<file path="src/hw/bitcount_cfg.svh">
////////////////////////////////////////
// widths for the zbb bit-count datapath
// include wherever operand or count sizes are needed
////////////////////////////////////////
`ifndef BITCOUNT_CFG_SVH
`define BITCOUNT_CFG_SVH

// full operand width, rv64
`define DRAC_XLEN 64
// word operand width, also one lzc slice
`define DRAC_HALF 32
// count values run 0 to 64
`define DRAC_CNT_W 7

`endif
</file>
<file path="src/hw/riscv_pkg.sv">
////////////////////////////////////////
// alu instruction types seen by the bit-count slice
////////////////////////////////////////

package riscv_pkg;

    // opcodes as presented by decode
    // only the zbb counts are handled here, the rest give zero
    typedef enum logic [4:0] {
        // plain integer ops
        ADD    = 5'd0,
        SUB    = 5'd1,
        AND_OP = 5'd2,
        OR_OP  = 5'd3,
        // leading zeros, full and word
        CLZ    = 5'd8,
        CLZW   = 5'd9,
        // trailing zeros, full and word
        CTZ    = 5'd10,
        CTZW   = 5'd11,
        // set-bit count, full and word
        CPOP   = 5'd12,
        CPOPW  = 5'd13
    } instr_type_t;

endpackage

</file>
<file path="src/hw/drac_pkg.sv">
////////////////////////////////////////
// datapath types for the bit-count slice
// import in any block carrying operands or counts
////////////////////////////////////////
`include "bitcount_cfg.svh"

package drac_pkg;

    // full operand and result word
    typedef logic [`DRAC_XLEN-1:0] bus64_t;

    // one half of the operand
    // word ops only look at the low one
    typedef logic [`DRAC_HALF-1:0] bus32_t;

    // count result, wide enough for 64
    typedef logic [`DRAC_CNT_W-1:0] count_t;

endpackage

</file>
<file path="src/hw/alu_bitcount.sv">
////////////////////////////////////////
// zbb bit-count unit top, one cycle latency
// one op per cycle on valid_i, no back-pressure
////////////////////////////////////////
`timescale 1ns/1ns

module alu_bitcount
    import drac_pkg::*;
    import riscv_pkg::*;
(
    input  logic        clk_i,
    input  logic        reset_i,
    input  logic        valid_i,
    input  instr_type_t instr_type_i,
    input  bus64_t      data_rs1_i,
    output logic        valid_o,
    output bus64_t      result_o
);

    // counter outputs into the result stage
    count_t zeros;
    count_t pop;

    // leading and trailing zeros
    alu_count_zeros u_count_zeros (
        .data_rs1_i   (data_rs1_i),
        .instr_type_i (instr_type_i),
        .zeros_o      (zeros)
    );

    // set bits, side by side with the zero counter
    alu_cpop u_cpop (
        .data_rs1_i   (data_rs1_i),
        .instr_type_i (instr_type_i),
        .pop_o        (pop)
    );

    // only state in the unit
    alu_bitcount_result u_result (
        .clk_i        (clk_i),
        .reset_i      (reset_i),
        .valid_i      (valid_i),
        .instr_type_i (instr_type_i),
        .zeros_i      (zeros),
        .pop_i        (pop),
        .valid_o      (valid_o),
        .result_o     (result_o)
    );

endmodule

</file>
<file path="src/hw/alu_bitcount_result.sv">
////////////////////////////////////////
// picks the count by opcode, single register stage
////////////////////////////////////////
`timescale 1ns/1ns

module alu_bitcount_result
    import drac_pkg::*;
    import riscv_pkg::*;
(
    input  logic        clk_i,
    input  logic        reset_i,
    input  logic        valid_i,
    input  instr_type_t instr_type_i,
    input  count_t      zeros_i,
    input  count_t      pop_i,
    output logic        valid_o,
    output bus64_t      result_o
);

    // which counter the opcode belongs to
    typedef enum logic [1:0] {
        CLASS_ZEROS,
        CLASS_POP,
        CLASS_NONE
    } count_class_t;

    count_class_t op_class;
    bus64_t       result_d;

    always_comb begin
        case (instr_type_i)
            CLZ, CLZW, CTZ, CTZW: op_class = CLASS_ZEROS;
            CPOP, CPOPW:          op_class = CLASS_POP;
            default:              op_class = CLASS_NONE;
        endcase
    end

    // zero-extend the chosen count
    always_comb begin
        case (op_class)
            CLASS_ZEROS: result_d = bus64_t'(zeros_i);
            CLASS_POP:   result_d = bus64_t'(pop_i);
            // other alu ops are not ours
            default:     result_d = '0;
        endcase
    end

    always_ff @(posedge clk_i) begin
        if (reset_i) begin
            valid_o  <= 1'b0;
            result_o <= '0;
        end else begin
            // valid follows the strobe every cycle
            valid_o <= valid_i;
            // result holds between strobes
            if (valid_i) begin
                result_o <= result_d;
            end
        end
    end

endmodule

</file>
<file path="src/hw/alu_cpop.sv">
////////////////////////////////////////
// set-bit count, adder tree, cpop and cpopw
////////////////////////////////////////
`timescale 1ns/1ns
`include "bitcount_cfg.svh"

module alu_cpop
    import drac_pkg::*;
    import riscv_pkg::*;
(
    input  bus64_t      data_rs1_i,
    input  instr_type_t instr_type_i,
    output count_t      pop_o
);

    // operand with upper half masked for word form
    bus64_t     data_m;
    // partial sums, each level doubles the span
    logic [1:0] sum2 [32];
    logic [2:0] sum3 [16];
    logic [3:0] sum4 [8];
    logic [4:0] sum5 [4];
    logic [5:0] sum6 [2];

    always_comb begin
        data_m = data_rs1_i;
        if (instr_type_i == CPOPW) begin
            data_m[`DRAC_XLEN-1:`DRAC_HALF] = '0;
        end
    end

    always_comb begin
        // bit pairs
        for (int k = 0; k < 32; k++) begin
            sum2[k] = {1'b0, data_m[2*k]} + {1'b0, data_m[2*k+1]};
        end
        for (int k = 0; k < 16; k++) begin
            sum3[k] = {1'b0, sum2[2*k]} + {1'b0, sum2[2*k+1]};
        end
        for (int k = 0; k < 8; k++) begin
            sum4[k] = {1'b0, sum3[2*k]} + {1'b0, sum3[2*k+1]};
        end
        for (int k = 0; k < 4; k++) begin
            sum5[k] = {1'b0, sum4[2*k]} + {1'b0, sum4[2*k+1]};
        end
        // one sum per 32-bit half
        for (int k = 0; k < 2; k++) begin
            sum6[k] = {1'b0, sum5[2*k]} + {1'b0, sum5[2*k+1]};
        end
    end

    // final add, 7 bits holds 64
    assign pop_o = {1'b0, sum6[0]} + {1'b0, sum6[1]};

endmodule

</file>
<file path="src/hw/alu_count_zeros.sv">
////////////////////////////////////////
// clz / ctz for full and word operands
// pure combinational, feeds the result stage
////////////////////////////////////////
`timescale 1ns/1ns
`include "bitcount_cfg.svh"

module alu_count_zeros
    import drac_pkg::*;
    import riscv_pkg::*;
(
    input  bus64_t      data_rs1_i,
    input  instr_type_t instr_type_i,
    output count_t      zeros_o
);

    // operand after reversal or masking
    bus64_t     data_to_calc;
    // per-half lzc outputs
    logic       q_high;
    logic       q_low;
    logic [4:0] y_high;
    logic [4:0] y_low;
    // 64-bit count before word rebase
    count_t     merged;
    logic       is_word;

    // trailing counts become leading counts on the reversed value
    always_comb begin
        case (instr_type_i)
            CTZ: begin
                for (int i = 0; i < `DRAC_XLEN; i++) begin
                    data_to_calc[i] = data_rs1_i[`DRAC_XLEN-1-i];
                end
            end
            CTZW: begin
                // reverse the low word only
                for (int i = 0; i < `DRAC_HALF; i++) begin
                    data_to_calc[i] = data_rs1_i[`DRAC_HALF-1-i];
                end
                data_to_calc[`DRAC_XLEN-1:`DRAC_HALF] = '0;
            end
            CLZW: begin
                data_to_calc[`DRAC_HALF-1:0] = data_rs1_i[`DRAC_HALF-1:0];
                data_to_calc[`DRAC_XLEN-1:`DRAC_HALF] = '0;
            end
            default: begin
                // clz, and anything else passes straight through
                data_to_calc = data_rs1_i;
            end
        endcase
    end

    alu_count_zeros_lzc32 lzc_high (
        .data_i (data_to_calc[`DRAC_XLEN-1:`DRAC_HALF]),
        .q_o    (q_high),
        .y_o    (y_high)
    );

    alu_count_zeros_lzc32 lzc_low (
        .data_i (data_to_calc[`DRAC_HALF-1:0]),
        .q_o    (q_low),
        .y_o    (y_low)
    );

    assign is_word = (instr_type_i == CLZW) || (instr_type_i == CTZW);

    // combine the halves
    always_comb begin
        if (q_high && q_low) begin
            merged = count_t'(`DRAC_XLEN);
        end else if (q_high) begin
            // high half empty, keep counting into the low one
            merged = count_t'(`DRAC_HALF) + count_t'(y_low);
        end else begin
            merged = count_t'(y_high);
        end
    end

    // word forms always see an empty upper half, so drop the 32
    assign zeros_o = is_word ? (merged - count_t'(`DRAC_HALF)) : merged;

endmodule

</file>
<file path="src/hw/alu_count_zeros_lzc32.sv">
////////////////////////////////////////
// 32-bit leading-zero counter, nibble tree
////////////////////////////////////////
`timescale 1ns/1ns

module alu_count_zeros_lzc32
    import drac_pkg::*;
(
    input  bus32_t     data_i,
    output logic       q_o,
    output logic [4:0] y_o
);

    // per-nibble zero flags and counts
    logic [7:0] nib_z;
    logic [1:0] nib_c [8];
    // byte level
    logic [3:0] byte_z;
    logic [2:0] byte_c [4];
    // halfword level
    logic [1:0] half_z;
    logic [3:0] half_c [2];
    // whole word count before masking
    logic [4:0] word_c;

    always_comb begin
        // leaf stage, priority inside each nibble
        for (int k = 0; k < 8; k++) begin
            nib_z[k] = (data_i[4*k +: 4] == 4'd0);
            nib_c[k] = data_i[4*k+3] ? 2'd0 :
                       data_i[4*k+2] ? 2'd1 :
                       data_i[4*k+1] ? 2'd2 : 2'd3;
        end

        // upper nibble all zero means skip 4 and count the lower one
        for (int k = 0; k < 4; k++) begin
            byte_z[k] = nib_z[2*k+1] & nib_z[2*k];
            byte_c[k] = nib_z[2*k+1] ? {1'b1, nib_c[2*k]} : {1'b0, nib_c[2*k+1]};
        end

        // same merge one level up
        for (int k = 0; k < 2; k++) begin
            half_z[k] = byte_z[2*k+1] & byte_z[2*k];
            half_c[k] = byte_z[2*k+1] ? {1'b1, byte_c[2*k]} : {1'b0, byte_c[2*k+1]};
        end

        // root
        word_c = half_z[1] ? {1'b1, half_c[0]} : {1'b0, half_c[1]};
    end

    // all-zero flag, caller adds the 32
    assign q_o = half_z[1] & half_z[0];
    // tree saturates at 31 on zero input, force it clean
    assign y_o = q_o ? 5'd0 : word_c;

endmodule

</file>
<file path="config.mk">
export PLATFORM = sky130hd
export DESIGN_NAME = alu_bitcount
export DESIGN_NICKNAME = d
export VERILOG_FILES = /design/src/hw/riscv_pkg.sv /design/src/hw/drac_pkg.sv /design/src/hw/alu_bitcount.sv /design/src/hw/alu_bitcount_result.sv /design/src/hw/alu_cpop.sv /design/src/hw/alu_count_zeros.sv /design/src/hw/alu_count_zeros_lzc32.sv
export VERILOG_INCLUDE_DIRS = /design/src /design/src/hw
export SDC_FILE = /design/constraint.sdc
export NUM_CORES = 1
export LEC_CHECK = 0
export ABC_CLOCK_PERIOD_IN_PS = 14890
export BUFFER_PORTS_ARGS = -buffer_cell sky130_fd_sc_hd__buf_2
export CAP_MARGIN = 10
export CORE_MARGIN = 5
export CORE_UTILIZATION = 45
export CTS_BUF_LIST = sky130_fd_sc_hd__clkbuf_4
export CTS_CLUSTER_DIAMETER = 60
export DETAILED_ROUTE_END_ITERATION = 16
export GPL_TIMING_DRIVEN = 1
export PLACE_DENSITY = 0.75
export SETUP_SLACK_MARGIN = 0.2
export SLEW_MARGIN = 10
export SYNTH_ARGS = -nofsm -noshare
export SYNTH_HDL_FRONTEND = slang
export SYNTH_HIERARCHICAL = 1
export SYNTH_SLANG_ARGS = --single-unit
</file>
<file path="constraint.sdc">
create_clock -name clk_i -period 14.89 [get_ports clk_i]
set_input_delay 3.7225 -clock clk_i [delete_from_list [all_inputs] [get_ports clk_i]]
set_output_delay 3.7225 -clock clk_i [all_outputs]
set_load 0.01 [all_outputs]
</file>
### Yosys cells after proc, flatten, opt, wreduce, memory -nomap -nowiden

Index checks and enable logic that the tools add are counted.

* register bits after elaboration: 65
* logic and storage cells: 179
* output and inout bits: 65
* input port bits: 72

* reduce and logical (&&, ||, !) cells: 21
* bitwise gates (word level): 14
* muxes and demuxes: 70
* add/subtract/negate cells: 65
* equality and inequality tests: 7

Operators with widths (number)
* $pmux W64 S3: 1
* $add A1 B1 Y2: 32
* $logic_not A4 Y1: 16
* $mux W2: 32
* $add A2 B2 Y3: 16
* $add A3 B3 Y4: 8
* $mux W32: 1
* $eq A5 B4 Y1 const B: 6
* $mux W3: 8
* $mux W7: 3
* $add A4 B4 Y5: 4
* $mux W1: 16
* $mux W4: 4
* $mux W5: 3
* $and A1 B1 Y1: 14
* $pmux W7 S2: 1
* $add A5 B5 Y6: 2
* $add A6 B5 Y7 const A: 1
* $add A6 B6 Y7: 1
* $sub A7 B6 Y7 const B: 1
* $pmux W2 S2: 1
* $reduce_or A4 Y1: 1
* $eq A2 B1 Y1 const B: 1
* $logic_not A2 Y1: 1
* 3 further kinds: 3

### Logic depth before layout (Yosys ltp)

Gate-level depths: netlist (run 1).

* word-level depth: 15
* mapped depth: 24
* mapped depth without buffers: 23

### Hierarchy

Netlist (run 1), hierarchy kept.

By module, submodules not included
* alu_cpop: cells an instance 190, area each 1835.5 µm², instances 1
* alu_count_zeros: cells an instance 171, area each 1138.6 µm², instances 1
* alu_bitcount_result: cells an instance 93, area each 773.2 µm², instances 1
* alu_count_zeros_lzc32: cells an instance 58, area each 360.3 µm², instances 2

### Least setup slack after synthesis (run 1)

OpenSTA, ideal clock, no wires.

* kind: input to register
* start point: input instr_type_i[4]
* end point: register u_result.result_o[6]
* library setup time: 0.137 ns
* slack: 5.041 ns
* data arrival time: 9.712 ns
* stages on the path: 22
* path buffers: 1
* path through: nor2_1 -> nand4_1 -> clkbuf_1 -> nand2_1 -> fa_1 -> inv_1 -> fa_1 -> inv_1 -> fa_1 -> fa_1 -> fa_1 -> fa_1 -> fa_1 -> fa_1 -> inv_1 -> ha_1 -> fa_1 -> a211o_2 -> a21oi_1 -> o21bai_1 -> a22oi_1 -> a211oi_1

* elaborated cells on any way between the ends: 146
* classes of those cells: add/sub (34); eq/ne (7); mux (70); bitwise (14); reduce/logical (21)

RTL lines
* from (decl): RTL line alu_bitcount.sv:14 `input instr_type_t instr_type_i,`
* $eq A5 B4 Y1 (*): RTL line alu_cpop.sv:27 `if (instr_type_i == CPOPW) begin`
* $mux W32 (*): RTL line alu_cpop.sv:27
* $add A1 B1 Y2: RTL line alu_cpop.sv:35 `sum2[k] = {1'b0, data_m[2*k]} + {1'b0, data_m[2*k+1]};`
* $add A2 B2 Y3: RTL line alu_cpop.sv:38 `sum3[k] = {1'b0, sum2[2*k]} + {1'b0, sum2[2*k+1]};`
* $add A3 B3 Y4: RTL line alu_cpop.sv:41 `sum4[k] = {1'b0, sum3[2*k]} + {1'b0, sum3[2*k+1]};`
* $add A4 B4 Y5: RTL line alu_cpop.sv:44 `sum5[k] = {1'b0, sum4[2*k]} + {1'b0, sum4[2*k+1]};`
* $add A5 B5 Y6 (*): RTL line alu_cpop.sv:48 `sum6[k] = {1'b0, sum5[2*k]} + {1'b0, sum5[2*k+1]};`
* $add A6 B6 Y7 (*): RTL line alu_cpop.sv:53 `assign pop_o = {1'b0, sum6[0]} + {1'b0, sum6[1]};`
* net pop[6]: RTL line alu_bitcount.sv:22 `count_t pop;`
* $pmux W7 S2 (*): RTL line alu_bitcount_result.sv:40 `case (op_class)`
* to (signal assigned): RTL line alu_bitcount_result.sv:57 `result_o <= result_d;`
* to (decl): RTL line alu_bitcount_result.sv:17 `output bus64_t result_o`

Mark *: on every way through the listed nets, which the timed path passes. The rest lies on a longest branch.
A chain may end at the register's enable or synchronous reset.

### Final worst setup path (run 1)

* start point: input instr_type_i[0]
* end point: register u_result.result_o[5]

The elaborated chain is that of the path after synthesis.

==> tab_implementation.tex, run 1 <==
\begin{tabular}{lr}
\hline
Metric & Value \\
\hline
\multicolumn{2}{l}{\textbf{Timing}} \\
\quad Normalized max-slew margin & 15.75\% \\
\quad Tightest hold margin & 0.4982 ns \\
\quad Worst-case clock skew & 0 ns \\
\quad RSZ-0062 raised after global routing & no \\
\quad Share of the cycle needed by the critical path after routing & about three quarters \\
\quad Final hold viol count & 0 \\
\quad Max Transition Viols Final & 0 \\
\quad Final setup violation count & 0 \\
\quad Setup TNS after final layout & 0 ns \\
\quad Tightest Pin Transition & 1.258 ns \\
\quad Min Tclk post-route & 11.39 ns \\
\quad Achievable frequency & 0.08776 GHz \\
\multicolumn{2}{l}{\textbf{Final layout}} \\
\quad Net total in the final layout & between 700 and 800 \\
\quad Diode insertion count for antenna repair & 0 \\
\quad Filler instances & 966 \\
\quad Multi-input gate area in the final layout & between 0.003 and 0.004 mm² \\
\quad Area used by sequential logic in the layout & 160.2 µm² \\
\quad Layout Cell Area excl Fill & 0.004710 mm² \\
\quad Share of final-layout standard cells stronger than drive strength 1 & about 16\% \\
\quad Finished Core Util & 48.41\% \\
\quad Non-filler cells in the finished layout & around 760 \\
\quad Synthesis-to-layout area growth & 5.405\% \\
\multicolumn{2}{l}{\textbf{Synth}} \\
\quad Cell variety after synth & 52 \\
\quad Largest family of logic cells by synthesized area & adder cells \\
\quad Adder-cell share of the synthesized area & between 20\% and 30\% \\
\quad Synth Warn \# & 6 \\
\quad Xor/xnor share of the synthesized area & 0.5881\% \\
\quad Top FF cell, synth & sky130\_fd\_sc\_hd\_\_dfxtp\_1 \\
\quad Synthesized-area fraction occupied by ao, oa, aoi and oai cells & 21.56\% \\
\quad Avg Inst Size Synth & 7.839 µm² \\
\quad Multiplexer fraction of the synthesized cell area & 7.393\% \\
\quad Gate count after technology mapping & 570 \\
\quad Number of enable-type register cells in the synthesized netlist & 0 \\
\quad Simple logic cell fraction of the synthesized area & 18.65\% \\
\quad Seq/Total Area, Yosys & 3.584\% \\
\quad Syn Std Cell Area & about 0.0045 mm² \\
\quad Async S/R FF share, synth & 0\% \\
\quad Flip-flop and latch count after synthesis & 8 \\
\multicolumn{2}{l}{\textbf{Power}} \\
\quad Static Leakage & 2.396 nW \\
\quad Largest vdd supply drop & approximately 0.53 mV \\
\quad PD cells & $\sim$330 mW/mm² \\
\multicolumn{2}{l}{\textbf{Die}} \\
\quad Die outline area & 0.01202 mm² \\
\quad Top-level I/O count & 137 \\
\quad Standard-cell rows & 36 \\
\quad Starting density of the core & 45.92\% \\
\quad Vertical die dimension & between 100 and 150 µm \\
\quad Core outline area & between 0.009 and 0.01 mm² \\
\quad Width of the die & 109.6 µm \\
\multicolumn{2}{l}{\textbf{Hold path}} \\
\quad Hold crit path type & reg -> reg \\
\quad Launch point of the worst hold path & u\_result/result\_o[5] \\
\multicolumn{2}{l}{\textbf{Job}} \\
\quad Max-cap violation count & 0 \\
\multicolumn{2}{l}{\textbf{Clock tree}} \\
\quad Clock latency reported for the late side of the worst-skew pair & 0.25 ns \\
\quad Number of buffers between clock root and the deepest sink & 2 \\
\quad Root buf cell & sky130\_fd\_sc\_hd\_\_clkbuf\_4 \\
\quad Hold buffer count at CTS & 0 \\
\quad Clk slew on worst S/H paths & 0.05 ns \\
\quad Setup Buffers After CTS & 0 \\
\quad TritonCTS Buffers & 3 \\
\quad Count of instances resized after the clock tree is built & 0 \\
\quad TritonCTS clock tree & built \\
\quad H-Tree Level Count & 1 \\
\quad Number of sinks driven by the clock tree & 8 \\
\multicolumn{2}{l}{\textbf{Worst setup path}} \\
\quad Critical path startpoint category & primary input \\
\quad Launch instance of the worst register-to-register path & u\_result/result\_o[6] \\
\quad WS Path Type & in -> reg \\
\quad Data arrival time of the critical path & around 12 ns \\
\quad Beginning of the critical path & instr\_type\_i[0] \\
\quad Critical-path maximum fanout & 36 \\
\quad CP required & approximately 15 ns \\
\quad Crit. End Element & flip-flop \\
\multicolumn{2}{l}{\textbf{Place}} \\
\quad Gpl congestion & 1.001 \\
\quad Area after DPL & 0.004687 mm² \\
\quad Number of placed instances with taps included & $\sim$760 \\
\quad Post-DP HPWL & 11.88 mm \\
\quad Port bufs & 79 \\
\multicolumn{2}{l}{\textbf{GRT}} \\
\quad Number of antenna violations at the first check in global routing & 0 \\
\quad Maximum number of pins on one net before global-route repair & 66 \\
\quad Number of global-route vias before repair & 4,105 \\
\quad Remaining Overflow, GRT & 0 \\
\quad Global-route wire length before repair & 21.60 mm \\
\quad Global router's overall resource usage & 23.19\% \\
\multicolumn{2}{l}{\textbf{Drt}} \\
\quad Drt drc & 0 \\
\quad Post-detailed-route via-to-cell ratio & 5.647 \\
\quad Wire length reported by the detailed router & 14.05 mm \\
\quad Via count & 4,303 \\
\quad Router iterations before antenna repair & 6 \\
\quad Detail-routed net length per standard cell & 18.44 µm \\
\quad Count of routing violations after the opening detailed-route iteration & slightly above 500 \\
\quad Antenna viol nets, final & 0 \\
\multicolumn{2}{l}{\textbf{Status}} \\
\quad Result of the run & finished clean \\
\hline
\end{tabular}
[through the flow]
step / total power [mW] / setup slack (ns)
after floorplan: 1.240 / 5.041
after detailed placement: 1.494 / 3.351
final: 1.537 / 3.495
after CTS: 1.523 / 3.560
after global placement: 1.448 / 3.596
after global routing: 1.753 / 2.975
[flip-flops by register name, summed over array words and instances (netlist names)]
register / count
u_result/valid_o: 1
u_result/result_o: 7
[where the power goes]
part           internal (mW)  switching, mW  total, mW  leakage (nW)
clock network        0.00921        0.00715     0.0164        0.0138
logic                  0.682          0.810       1.49          2.32
registers             0.0255        0.00227     0.0278        0.0660
total                  0.717          0.820       1.54          2.40
[critical path, stage by stage]
cell and delay (ns):
sky130_fd_sc_hd__buf_2 0.07, sky130_fd_sc_hd__buf_4 0.47, sky130_fd_sc_hd__nand4_1 1.02, sky130_fd_sc_hd__and2_1 0.56, sky130_fd_sc_hd__fa_1 0.51, sky130_fd_sc_hd__fa_1 0.50, sky130_fd_sc_hd__inv_1 0.06, sky130_fd_sc_hd__fa_1 0.45
sky130_fd_sc_hd__fa_1 0.54, sky130_fd_sc_hd__inv_1 0.05, sky130_fd_sc_hd__fa_1 0.57, sky130_fd_sc_hd__fa_1 0.43, sky130_fd_sc_hd__fa_1 0.49, sky130_fd_sc_hd__inv_1 0.05, sky130_fd_sc_hd__fa_1 0.47, sky130_fd_sc_hd__inv_1 0.06
sky130_fd_sc_hd__ha_1 0.29, sky130_fd_sc_hd__a211oi_1 0.36, sky130_fd_sc_hd__nor4b_1 0.11, sky130_fd_sc_hd__a2111oi_1 0.35, sky130_fd_sc_hd__a22oi_1 0.15, sky130_fd_sc_hd__a211oi_1 0.25
[Yosys cell counts, types with 6 or more instances]
cell type                  number  area [µm²]
sky130_fd_sc_hd__o31ai_1        7       52.55
sky130_fd_sc_hd__a22oi_1        7       52.55
sky130_fd_sc_hd__nand2_1       27       101.4
sky130_fd_sc_hd__a211oi_1       9       67.56
sky130_fd_sc_hd__nor2_1        61       229.0
sky130_fd_sc_hd__nor2b_1       11       68.82
sky130_fd_sc_hd__and2_1        16       100.1
sky130_fd_sc_hd__a22o_1        32       280.3
sky130_fd_sc_hd__fa_1          54        1081
sky130_fd_sc_hd__buf_2         11       55.05
sky130_fd_sc_hd__nor4_1        10       62.56
sky130_fd_sc_hd__ha_1          15       187.7
sky130_fd_sc_hd__a31oi_1        6       37.54
sky130_fd_sc_hd__a21oi_1       53       265.3
sky130_fd_sc_hd__dfxtp_1        8       160.2
sky130_fd_sc_hd__buf_4         61       457.9
sky130_fd_sc_hd__mux2i_1       33       330.3
sky130_fd_sc_hd__inv_1         80       300.3
sky130_fd_sc_hd__o21ai_0       12       60.06
[logic make-up (layout without fill, tap and decap cells)]
logic type / after synthesis / in the layout
AOI/OAI and AO/OA: 144 / 144
DFF: 8 / 8
muxes: 33 / 33
other: 1 / 57
adders and majority gates: 69 / 69
xor gates and xnor gates: 3 / 3
and+or+nand+nor: 150 / 150
buffers and inverters: 162 / 165
[cell type report]
type | instances | area share [%]
inverters | 80 | 6.376
flip-flops and latches | 8 | 3.401
well taps | 133 | 3.533
repair buffers | 82 | 8.874
multi-input cells | 456 | 77.34
clock buffers | 3 | 0.4782
[metal layers]
metal | vias to the layer above | track usage, % | wire length [µm]
met3 | 39 | 4.580 | 1605
met5 | - | 0 | 0
met1 | 2030 | 31.07 | 5539
met4 | 0 | 6.411 | 432
met2 | 288 | 38.10 | 6478
li1 | 1946 | - | -
[path summary, 6_finish.rpt]
path,to,slack [ns],cells past startpoint
max,u_result/result_o[5],3.50,22
max reg2reg,u_result/result_o[6],14.16,2
min reg2reg,u_result/result_o[5],0.50,2
min,u_result/result_o[5],0.50,2
[placed cells by master (no fill, tap or decap), types with 2 or more instances in the layout]
| cell type | count |
|---|---|
| sky130_fd_sc_hd__nor2_1 | 61 |
| sky130_fd_sc_hd__nand4_1 | 3 |
| sky130_fd_sc_hd__clkbuf_4 | 3 |
| sky130_fd_sc_hd__dfxtp_1 | 8 |
| sky130_fd_sc_hd__and2_1 | 16 |
| sky130_fd_sc_hd__a21oi_1 | 53 |
| sky130_fd_sc_hd__conb_1 | 57 |
| sky130_fd_sc_hd__and4bb_2 | 2 |
| sky130_fd_sc_hd__a31oi_1 | 6 |
| sky130_fd_sc_hd__or3b_1 | 2 |
| sky130_fd_sc_hd__fa_1 | 54 |
| sky130_fd_sc_hd__o21ai_0 | 12 |
| sky130_fd_sc_hd__nor4_4 | 2 |
| sky130_fd_sc_hd__ha_1 | 15 |
| sky130_fd_sc_hd__a211oi_1 | 9 |
| sky130_fd_sc_hd__or4_1 | 2 |
| sky130_fd_sc_hd__inv_1 | 80 |
| sky130_fd_sc_hd__a22oi_1 | 7 |
| sky130_fd_sc_hd__o2bb2ai_1 | 2 |
| sky130_fd_sc_hd__o21ba_2 | 2 |
| sky130_fd_sc_hd__buf_2 | 79 |
| sky130_fd_sc_hd__or4_4 | 2 |
| sky130_fd_sc_hd__mux2i_1 | 33 |
| sky130_fd_sc_hd__a22o_1 | 32 |
| sky130_fd_sc_hd__o21a_1 | 3 |
| sky130_fd_sc_hd__xnor2_1 | 2 |
| sky130_fd_sc_hd__nor2b_1 | 10 |
| sky130_fd_sc_hd__nor3_1 | 4 |
| sky130_fd_sc_hd__nor4b_4 | 2 |
| sky130_fd_sc_hd__buf_4 | 3 |
| sky130_fd_sc_hd__nand3_2 | 2 |
| sky130_fd_sc_hd__a2111oi_0 | 2 |
| sky130_fd_sc_hd__o31ai_1 | 7 |
| sky130_fd_sc_hd__nor4_1 | 10 |
| sky130_fd_sc_hd__nand2_1 | 27 |
Note: power is estimated with default switching activity, not from simulation.
==> inputs of run 2 (changes only) <==
--- a/config.mk
+++ b/config.mk
@@ -6,7 +6,7 @@
 export SDC_FILE = /design/constraint.sdc
 export NUM_CORES = 1
 export LEC_CHECK = 0
-export ABC_CLOCK_PERIOD_IN_PS = 14890
+export ABC_CLOCK_PERIOD_IN_PS = 9200
 export BUFFER_PORTS_ARGS = -buffer_cell sky130_fd_sc_hd__buf_2
 export CAP_MARGIN = 10
 export CORE_MARGIN = 5
@@ -15,7 +15,7 @@
 export CTS_CLUSTER_DIAMETER = 60
 export DETAILED_ROUTE_END_ITERATION = 16
 export GPL_TIMING_DRIVEN = 1
-export PLACE_DENSITY = 0.75
+export PLACE_DENSITY = 0.78
 export SETUP_SLACK_MARGIN = 0.2
 export SLEW_MARGIN = 10
 export SYNTH_ARGS = -nofsm -noshare
==> constraint.sdc (replaced) <==
create_clock -name clk_i -period 9.2 [get_ports clk_i]
set_input_delay 2.3 -clock clk_i [delete_from_list [all_inputs] [get_ports clk_i]]
set_output_delay 2.3 -clock clk_i [all_outputs]
set_load 0.01 [all_outputs]
==> run 2 against run 1 <==
Net effect:
- worst setup slack got worse by 2.9 ns
- largest power group unchanged
- final cell count up 0.26%
- first-iteration DRC count down 27%
- worst hold slack lost 0.015 ns
- largest cell class unchanged
- via count about the same
- clock power up 70%
- combinational power up 62%
- critical endpoint unchanged
- critical path type unchanged
==> tab_implementation.tex, run 2 (synthesized netlist as in run 1, its figures left out) <==
\begin{tabular}{lr}
\hline
Metric & Value \\
\hline
\multicolumn{2}{l}{\textbf{Timing}} \\
\quad Final hold viol count & 0 \\
\quad Final setup violation count & 0 \\
\quad RSZ-0062 raised after global routing & no \\
\quad Max Transition Viols Final & 0 \\
\quad Setup slack after layout & 0.5710 ns \\
\quad Share of the cycle needed by the critical path after routing & 93.79\% \\
\quad Tightest Pin Transition & 0.8250 ns \\
\quad Setup TNS after final layout & 0 ns \\
\quad Achievable frequency & approximately 0.12 GHz \\
\quad Worst-case clock skew & 0 ns \\
\quad Min Tclk post-route & 8.629 ns \\
\quad Normalized max-slew margin & 44.49\% \\
\multicolumn{2}{l}{\textbf{Place}} \\
\quad Port bufs & 79 \\
\quad Gpl congestion & 1.037 \\
\quad Pre-CTS worst setup slack & 0.3594 ns \\
\quad Post-DP HPWL & $\sim$12 mm \\
\quad Number of placed instances with taps included & 761 \\
\quad Area after DPL & 0.004702 mm² \\
\multicolumn{2}{l}{\textbf{Final layout}} \\
\quad Multi-input gate area in the final layout & 0.003642 mm² \\
\quad Largest registers & u\_result/result\_o x7, u\_result/valid\_o x1 \\
\quad Net total in the final layout & slightly below 800 \\
\quad Number of flip-flops in the largest register & 7 \\
\quad Layout Cell Area excl Fill & 0.004725 mm² \\
\quad Non-filler cells in the finished layout & 764 \\
\quad Diode insertion count for antenna repair & 0 \\
\quad Most frequent standard cell in the layout excluding fill and tap cells & sky130\_fd\_sc\_hd\_\_inv\_1 \\
\quad Area used by sequential logic in the layout & 160.2 µm² \\
\quad Filler instances & between 900 and 1,000 \\
\quad Leading cell types in the layout, fill and taps excluded & sky130\_fd\_sc\_hd\_\_inv\_1 (80), sky130\_fd\_sc\_hd\_\_buf\_2 (79), sky130\_fd\_sc\_hd\_\_nor2\_1 (61), sky130\_fd\_sc\_hd\_\_conb\_1 (57), sky130\_fd\_sc\_hd\_\_fa\_1 (54) \\
\quad Share of final-layout standard cells stronger than drive strength 1 & between 10\% and 20\% \\
\quad Synthesis-to-layout area growth & 5.741\% \\
\quad Register ranked first by flip-flop count & u\_result/result\_o \\
\multicolumn{2}{l}{\textbf{Clock tree}} \\
\quad Number of buffers between clock root and the deepest sink & 2 \\
\quad Count of instances resized after the clock tree is built & 0 \\
\quad H-Tree Level Count & 1 \\
\quad TritonCTS clock tree & built \\
\quad Hold buffer count at CTS & 0 \\
\quad Setup Buffers After CTS & 0 \\
\quad Clock latency reported for the late side of the worst-skew pair & 0.26 ns \\
\quad TritonCTS Buffers & 3 \\
\quad Number of sinks driven by the clock tree & 8 \\
\quad Clk slew on worst S/H paths & 0.05 ns \\
\quad Root buf cell & sky130\_fd\_sc\_hd\_\_clkbuf\_4 \\
\multicolumn{2}{l}{\textbf{Worst setup path}} \\
\quad Cells on worst reg2reg path & 2 \\
\quad Data arrival time of the critical path & approximately 9 ns \\
\quad Capture point of the worst reg-to-reg path & u\_result/result\_o[2] \\
\quad CP required & 9.36 ns \\
\quad WS Path Type & in -> reg \\
\quad Critical path startpoint category & primary input \\
\quad Launch instance of the worst register-to-register path & u\_result/result\_o[2] \\
\quad Critical-path maximum fanout & 32 \\
\quad Beginning of the critical path & instr\_type\_i[4] \\
\quad Crit. End Element & flip-flop \\
\quad Worst setup slack for register-to-register paths & 8.46 ns \\
\multicolumn{2}{l}{\textbf{Die}} \\
\quad Starting density of the core & 45.92\% \\
\quad Vertical die dimension & approximately 110 µm \\
\quad Die outline area & 0.01202 mm² \\
\quad Width of the die & 109.6 µm \\
\quad Top-level I/O count & 137 \\
\quad Standard-cell rows & 36 \\
\quad Core outline area & 0.009729 mm² \\
\multicolumn{2}{l}{\textbf{Hold path}} \\
\quad Terminating pin of the worst hold path & u\_result/result\_o[4] \\
\quad Launch point of the worst hold path & u\_result/result\_o[4] \\
\quad Hold crit path type & reg -> reg \\
\quad Number of cells on the worst hold path & 2 \\
\multicolumn{2}{l}{\textbf{GRT}} \\
\quad M3 GR Usage & 5.226\% \\
\quad Number of global-route vias before repair & 4,218 \\
\quad Global router's overall resource usage & a little under a quarter \\
\quad Maximum number of pins on one net before global-route repair & 66 \\
\quad Number of antenna violations at the first check in global routing & 0 \\
\quad Busiest layer in global routing & met2 \\
\quad Global routing usage on met2 & 37.27\% \\
\quad Global routing met1 resource utilization & 31.22\% \\
\quad Global-route wire length before repair & 21.91 mm \\
\quad Remaining Overflow, GRT & 0 \\
\multicolumn{2}{l}{\textbf{Power}} \\
\quad Pint & about 1.2 mW \\
\quad Switching power of the nets & 1.340 mW \\
\quad Switching share of power & a little over half \\
\quad Part of the power in registers & 1.8\% \\
\quad Static Leakage & 2.406 nW \\
\quad PD cells & 528.4 mW/mm² \\
\quad Part of the total power dissipated in combinational logic & between 90\% and 100\% \\
\quad Relative contribution of the clock network to total power & 1.1\% \\
\quad Largest vdd supply drop & slightly above 0.9 mV \\
\multicolumn{2}{l}{\textbf{Drt}} \\
\quad Antenna viol nets, final & 0 \\
\quad Count of routing violations after the opening detailed-route iteration & 379 \\
\quad Router iterations before antenna repair & 7 \\
\quad Post-detailed-route via-to-cell ratio & 5.630 \\
\quad Drt drc & 0 \\
\quad Detail-routed net length per standard cell & approximately 19 µm \\
\quad Via count & 4,301 \\
\quad Wire length reported by the detailed router & 14.30 mm \\
\multicolumn{2}{l}{\textbf{Job}} \\
\quad Max-cap violation count & 0 \\
\multicolumn{2}{l}{\textbf{Status}} \\
\quad Result of the run & finished clean \\
\hline
\end{tabular}
## run 2: changes by cell type in the layout (fill, tap and decap cells not counted), sizes merged
cell | before | now
buf | 82 | 84
## run 2: how the worst max path moves through the flow
| stage | end | cells after the start |
|---|---|---|
| after floorplan | u_result/result_o[6] | 22 |
| after global placement | u_result/result_o[5] | 24 |
| after global routing | u_result/result_o[5] | 24 |
| final | u_result/result_o[5] | 24 |
| after CTS | u_result/result_o[5] | 24 |
| after detailed placement | u_result/result_o[5] | 24 |
## run 2: power groups by stage
| stage | clock network, mW | logic, mW | registers [mW] |
|---|---|---|---|
| 3_3_place_gp | 0 | 2.26 | 0.0447 |
| 6_report | 0.0279 | 2.42 | 0.0445 |
| 3_5_place_dp | 0 | 2.38 | 0.0450 |
| 4_1_cts | 0.0281 | 2.40 | 0.0443 |
| 5_1_grt | 0.0307 | 2.77 | 0.0450 |
| 2_1_floorplan | 0 | 1.96 | 0.0480 |
## run 2: final cells by class
class                      instances  area share, %
clock buffer                       3         0.4767
inverter                          80          6.356
multi-input combinational        456          77.09
sequential                         8          3.390
tap                              133          3.522
timing repair buffer              84          9.163
## run 2: per-stage QoR
stage / hold WS [ns] / power (mW) / util, %
6_report: 0.4835 / 2.497 / 48.56
5_1_grt: 0.5033 / 2.845 / 48.56
4_1_cts: 0.4824 / 2.471 / 48.56
3_5_place_dp: 0.4761 / 2.429 / 48.33
3_3_place_gp: 0.4736 / 2.307 / 48.33
2_1_floorplan: 0.5045 / 2.008 / -
## run 2: metal layers
metal / vias up / routed length [µm] / share of wire [%]
met2: 280 / 6423 / 45
met5: - / 0 / 0
met4: 0 / 617 / 4.3
met3: 54 / 1657 / 12
li1: 1951 / - / -
met1: 2016 / 5598 / 39
## run 2: worst max-delay path, cell delays in order
cell                        delay (ns)
sky130_fd_sc_hd__buf_2            0.14
sky130_fd_sc_hd__nor2_1           0.06
sky130_fd_sc_hd__nand4_1          0.08
sky130_fd_sc_hd__buf_4            0.29
sky130_fd_sc_hd__nand2_1          0.13
sky130_fd_sc_hd__fa_1             0.54
sky130_fd_sc_hd__inv_1            0.05
sky130_fd_sc_hd__fa_1             0.54
sky130_fd_sc_hd__inv_1            0.06
sky130_fd_sc_hd__fa_1             0.45
sky130_fd_sc_hd__fa_1             0.54
sky130_fd_sc_hd__inv_1            0.05
sky130_fd_sc_hd__fa_1             0.55
sky130_fd_sc_hd__fa_1             0.43
sky130_fd_sc_hd__fa_1             0.49
sky130_fd_sc_hd__inv_1            0.05
sky130_fd_sc_hd__fa_1             0.47
sky130_fd_sc_hd__inv_1            0.07
sky130_fd_sc_hd__ha_1             0.30
sky130_fd_sc_hd__a211oi_1         0.34
sky130_fd_sc_hd__nor4b_1          0.11
sky130_fd_sc_hd__a2111oi_1        0.34
sky130_fd_sc_hd__a22oi_1          0.15
sky130_fd_sc_hd__a211oi_1         0.26
==> inputs of run 3 (changes only) <==
--- a/config.mk
+++ b/config.mk
@@ -9,13 +9,14 @@
 export ABC_CLOCK_PERIOD_IN_PS = 9200
 export BUFFER_PORTS_ARGS = -buffer_cell sky130_fd_sc_hd__buf_2
 export CAP_MARGIN = 10
+export CORE_ASPECT_RATIO = 1.2
 export CORE_MARGIN = 5
-export CORE_UTILIZATION = 45
+export CORE_UTILIZATION = 44
 export CTS_BUF_LIST = sky130_fd_sc_hd__clkbuf_4
 export CTS_CLUSTER_DIAMETER = 60
 export DETAILED_ROUTE_END_ITERATION = 16
 export GPL_TIMING_DRIVEN = 1
-export PLACE_DENSITY = 0.78
+export PLACE_DENSITY = 0.77
 export SETUP_SLACK_MARGIN = 0.2
 export SLEW_MARGIN = 10
 export SYNTH_ARGS = -nofsm -noshare
==> run 3 against run 2 <==
Net effect:
- final area decreased by 0.24%
- critical path depth unchanged
- utilization is 1.2 points lower
- clock skew did not move
- maximum frequency hardly changed
- register-to-register slack improved by 0.04 ns
- non-clock buffer count down 1
- sequential cell count unchanged
- first-iteration DRC count down 16%
- worst hold slack gained 0.0032 ns
- routed wire length about the same
- die area grew 2.1%
==> tab_implementation.tex, run 3 (synthesized netlist as in run 1, its figures left out) <==
\begin{tabular}{lr}
\hline
Metric & Value \\
\hline
\multicolumn{2}{l}{\textbf{Status}} \\
\quad Result of the run & finished clean \\
\multicolumn{2}{l}{\textbf{Clock tree}} \\
\quad Hold buffer count at CTS & 0 \\
\quad Number of buffers between clock root and the deepest sink & 2 \\
\quad Clk slew on worst S/H paths & 0.05 ns \\
\quad TritonCTS Buffers & 3 \\
\quad Root buf cell & sky130\_fd\_sc\_hd\_\_clkbuf\_4 \\
\quad Number of sinks driven by the clock tree & 8 \\
\quad TritonCTS clock tree & built \\
\quad Count of instances resized after the clock tree is built & 0 \\
\quad H-Tree Level Count & 1 \\
\quad Clock latency reported for the late side of the worst-skew pair & 0.25 ns \\
\quad Setup Buffers After CTS & 0 \\
\multicolumn{2}{l}{\textbf{Drt}} \\
\quad Drt drc & 0 \\
\quad Post-detailed-route via-to-cell ratio & 5.520 \\
\quad Router iterations before antenna repair & 5 \\
\quad Wire length reported by the detailed router & 14.31 mm \\
\quad Antenna viol nets, final & 0 \\
\quad Via count & 4,173 \\
\quad Detail-routed net length per standard cell & approximately 19 µm \\
\quad Count of routing violations after the opening detailed-route iteration & approximately 320 \\
\multicolumn{2}{l}{\textbf{Final layout}} \\
\quad Leading cell types in the layout, fill and taps excluded & sky130\_fd\_sc\_hd\_\_inv\_1 (80), sky130\_fd\_sc\_hd\_\_buf\_2 (79), sky130\_fd\_sc\_hd\_\_nor2\_1 (61), sky130\_fd\_sc\_hd\_\_conb\_1 (57), sky130\_fd\_sc\_hd\_\_fa\_1 (54) \\
\quad Synthesis-to-layout area growth & 5.489\% \\
\quad Register ranked first by flip-flop count & u\_result/result\_o \\
\quad Largest registers & u\_result/result\_o x7, u\_result/valid\_o x1 \\
\quad Diode insertion count for antenna repair & 0 \\
\quad Most frequent standard cell in the layout excluding fill and tap cells & sky130\_fd\_sc\_hd\_\_inv\_1 \\
\quad Share of final-layout standard cells stronger than drive strength 1 & 16.35\% \\
\quad Net total in the final layout & slightly below 800 \\
\quad Number of flip-flops in the largest register & 7 \\
\multicolumn{2}{l}{\textbf{Die}} \\
\quad Standard-cell rows & 40 \\
\quad Core outline area & 0.009960 mm² \\
\quad Width of the die & 102.0 µm \\
\quad Vertical die dimension & 120.4 µm \\
\quad Die outline area & about 0.012 mm² \\
\quad Starting density of the core & about 45\% \\
\quad Top-level I/O count & $\sim$140 \\
\multicolumn{2}{l}{\textbf{Hold path}} \\
\quad Launch point of the worst hold path & u\_result/result\_o[0] \\
\quad Hold crit path type & reg -> reg \\
\multicolumn{2}{l}{\textbf{Timing}} \\
\quad Final setup violation count & 0 \\
\quad Achievable frequency & 0.1159 GHz \\
\quad Tightest Pin Transition & 0.7103 ns \\
\quad Share of the cycle needed by the critical path after routing & 93.82\% \\
\quad Normalized max-slew margin & roughly 53\% \\
\quad Final hold viol count & 0 \\
\quad Setup TNS after final layout & 0 ns \\
\quad Min Tclk post-route & 8.631 ns \\
\quad RSZ-0062 raised after global routing & no \\
\quad Max Transition Viols Final & 0 \\
\quad Worst-case clock skew & 0 ns \\
\multicolumn{2}{l}{\textbf{Place}} \\
\quad Gpl congestion & roughly 0.97 \\
\quad Port bufs & 79 \\
\quad Post-DP HPWL & between 10 and 15 mm \\
\multicolumn{2}{l}{\textbf{GRT}} \\
\quad Number of global-route vias before repair & 4,086 \\
\quad Global router's overall resource usage & 23.05\% \\
\quad Remaining Overflow, GRT & 0 \\
\quad Global-route wire length before repair & 21.92 mm \\
\quad Number of antenna violations at the first check in global routing & 0 \\
\quad Maximum number of pins on one net before global-route repair & 66 \\
\multicolumn{2}{l}{\textbf{Worst setup path}} \\
\quad Launch instance of the worst register-to-register path & u\_result/result\_o[1] \\
\quad Crit. End Element & flip-flop \\
\quad Beginning of the critical path & instr\_type\_i[4] \\
\quad WS Path Type & in -> reg \\
\quad Critical-path maximum fanout & 32 \\
\quad Critical path startpoint category & primary input \\
\quad CP required & 9.36 ns \\
\quad Data arrival time of the critical path & 8.79 ns \\
\multicolumn{2}{l}{\textbf{Job}} \\
\quad Max-cap violation count & 0 \\
\hline
\end{tabular}
==> run 3: cell types whose count changed in the layout (fill, tap and decap cells not counted) <==
cell / previous run / this run
sky130_fd_sc_hd__nor2b_4: 0 / 1
sky130_fd_sc_hd__nor2b_2: 1 / 0
sky130_fd_sc_hd__buf_4: 5 / 4
==> run 3: final timing paths <==
| check | depth (start not counted) | to | slack, ns |
|---|---|---|---|
| setup / recovery | 24 | u_result/result_o[5] | 0.57 |
| hold / removal | 2 | u_result/result_o[0] | 0.49 |
| setup reg to reg | 2 | u_result/result_o[1] | 8.50 |
| hold reg to reg | 2 | u_result/result_o[0] | 0.49 |
==> run 3: area by class of cell <==
class / count / area, µm²
inverters: 80 / 300.3
fillers: 1041 / 5246
repair buffers: 83 / 425.4
flip-flops and latches: 8 / 160.2
well taps: 126 / 157.7
clock buffers: 3 / 22.52
multi-input cells: 456 / 3647
==> run 3: through the flow <==
step	cell area (µm²)	hold slack (ns)	setup slack [ns]	instances	utilization [%]
2_1_floorplan	4678	0.5045	0.7733	626	-
3_3_place_gp	4686	0.4708	0.5243	753	47.05
3_5_place_dp	4686	0.4777	0.3267	753	47.05
4_1_cts	4708	0.4914	0.5742	756	47.27
5_1_grt	4713	0.5111	0.2293	756	47.32
6_report	4713	0.4867	0.5689	756	47.32
==> run 3: critical path, stage by stage <==
cell and delay (ns):
sky130_fd_sc_hd__buf_2 0.14, sky130_fd_sc_hd__nor2_1 0.06, sky130_fd_sc_hd__nand4_1 0.08, sky130_fd_sc_hd__buf_4 0.28, sky130_fd_sc_hd__nand2_1 0.13, sky130_fd_sc_hd__fa_1 0.54, sky130_fd_sc_hd__inv_1 0.05, sky130_fd_sc_hd__fa_1 0.53
sky130_fd_sc_hd__inv_1 0.05, sky130_fd_sc_hd__fa_1 0.44, sky130_fd_sc_hd__fa_1 0.54, sky130_fd_sc_hd__inv_1 0.06, sky130_fd_sc_hd__fa_1 0.56, sky130_fd_sc_hd__fa_1 0.44, sky130_fd_sc_hd__fa_1 0.49, sky130_fd_sc_hd__inv_1 0.05
sky130_fd_sc_hd__fa_1 0.47, sky130_fd_sc_hd__inv_1 0.07, sky130_fd_sc_hd__ha_1 0.29, sky130_fd_sc_hd__a211oi_1 0.35, sky130_fd_sc_hd__nor4b_1 0.10, sky130_fd_sc_hd__a2111oi_1 0.35, sky130_fd_sc_hd__a22oi_1 0.15, sky130_fd_sc_hd__a211oi_1 0.26
==> run 3: metal layers <==
metal	vias up	track usage (%)	part of all wire, %
met5	-	0	0
met4	0	7.547	3.6
met3	38	2.712	7.5
met2	195	40.37	50
met1	1995	29.07	39
li1	1945	-	-
Power of run 3 is left out: the tool's default activity adds up to more than one toggle a clock period on the data nets, which glitch-free logic cannot reach.
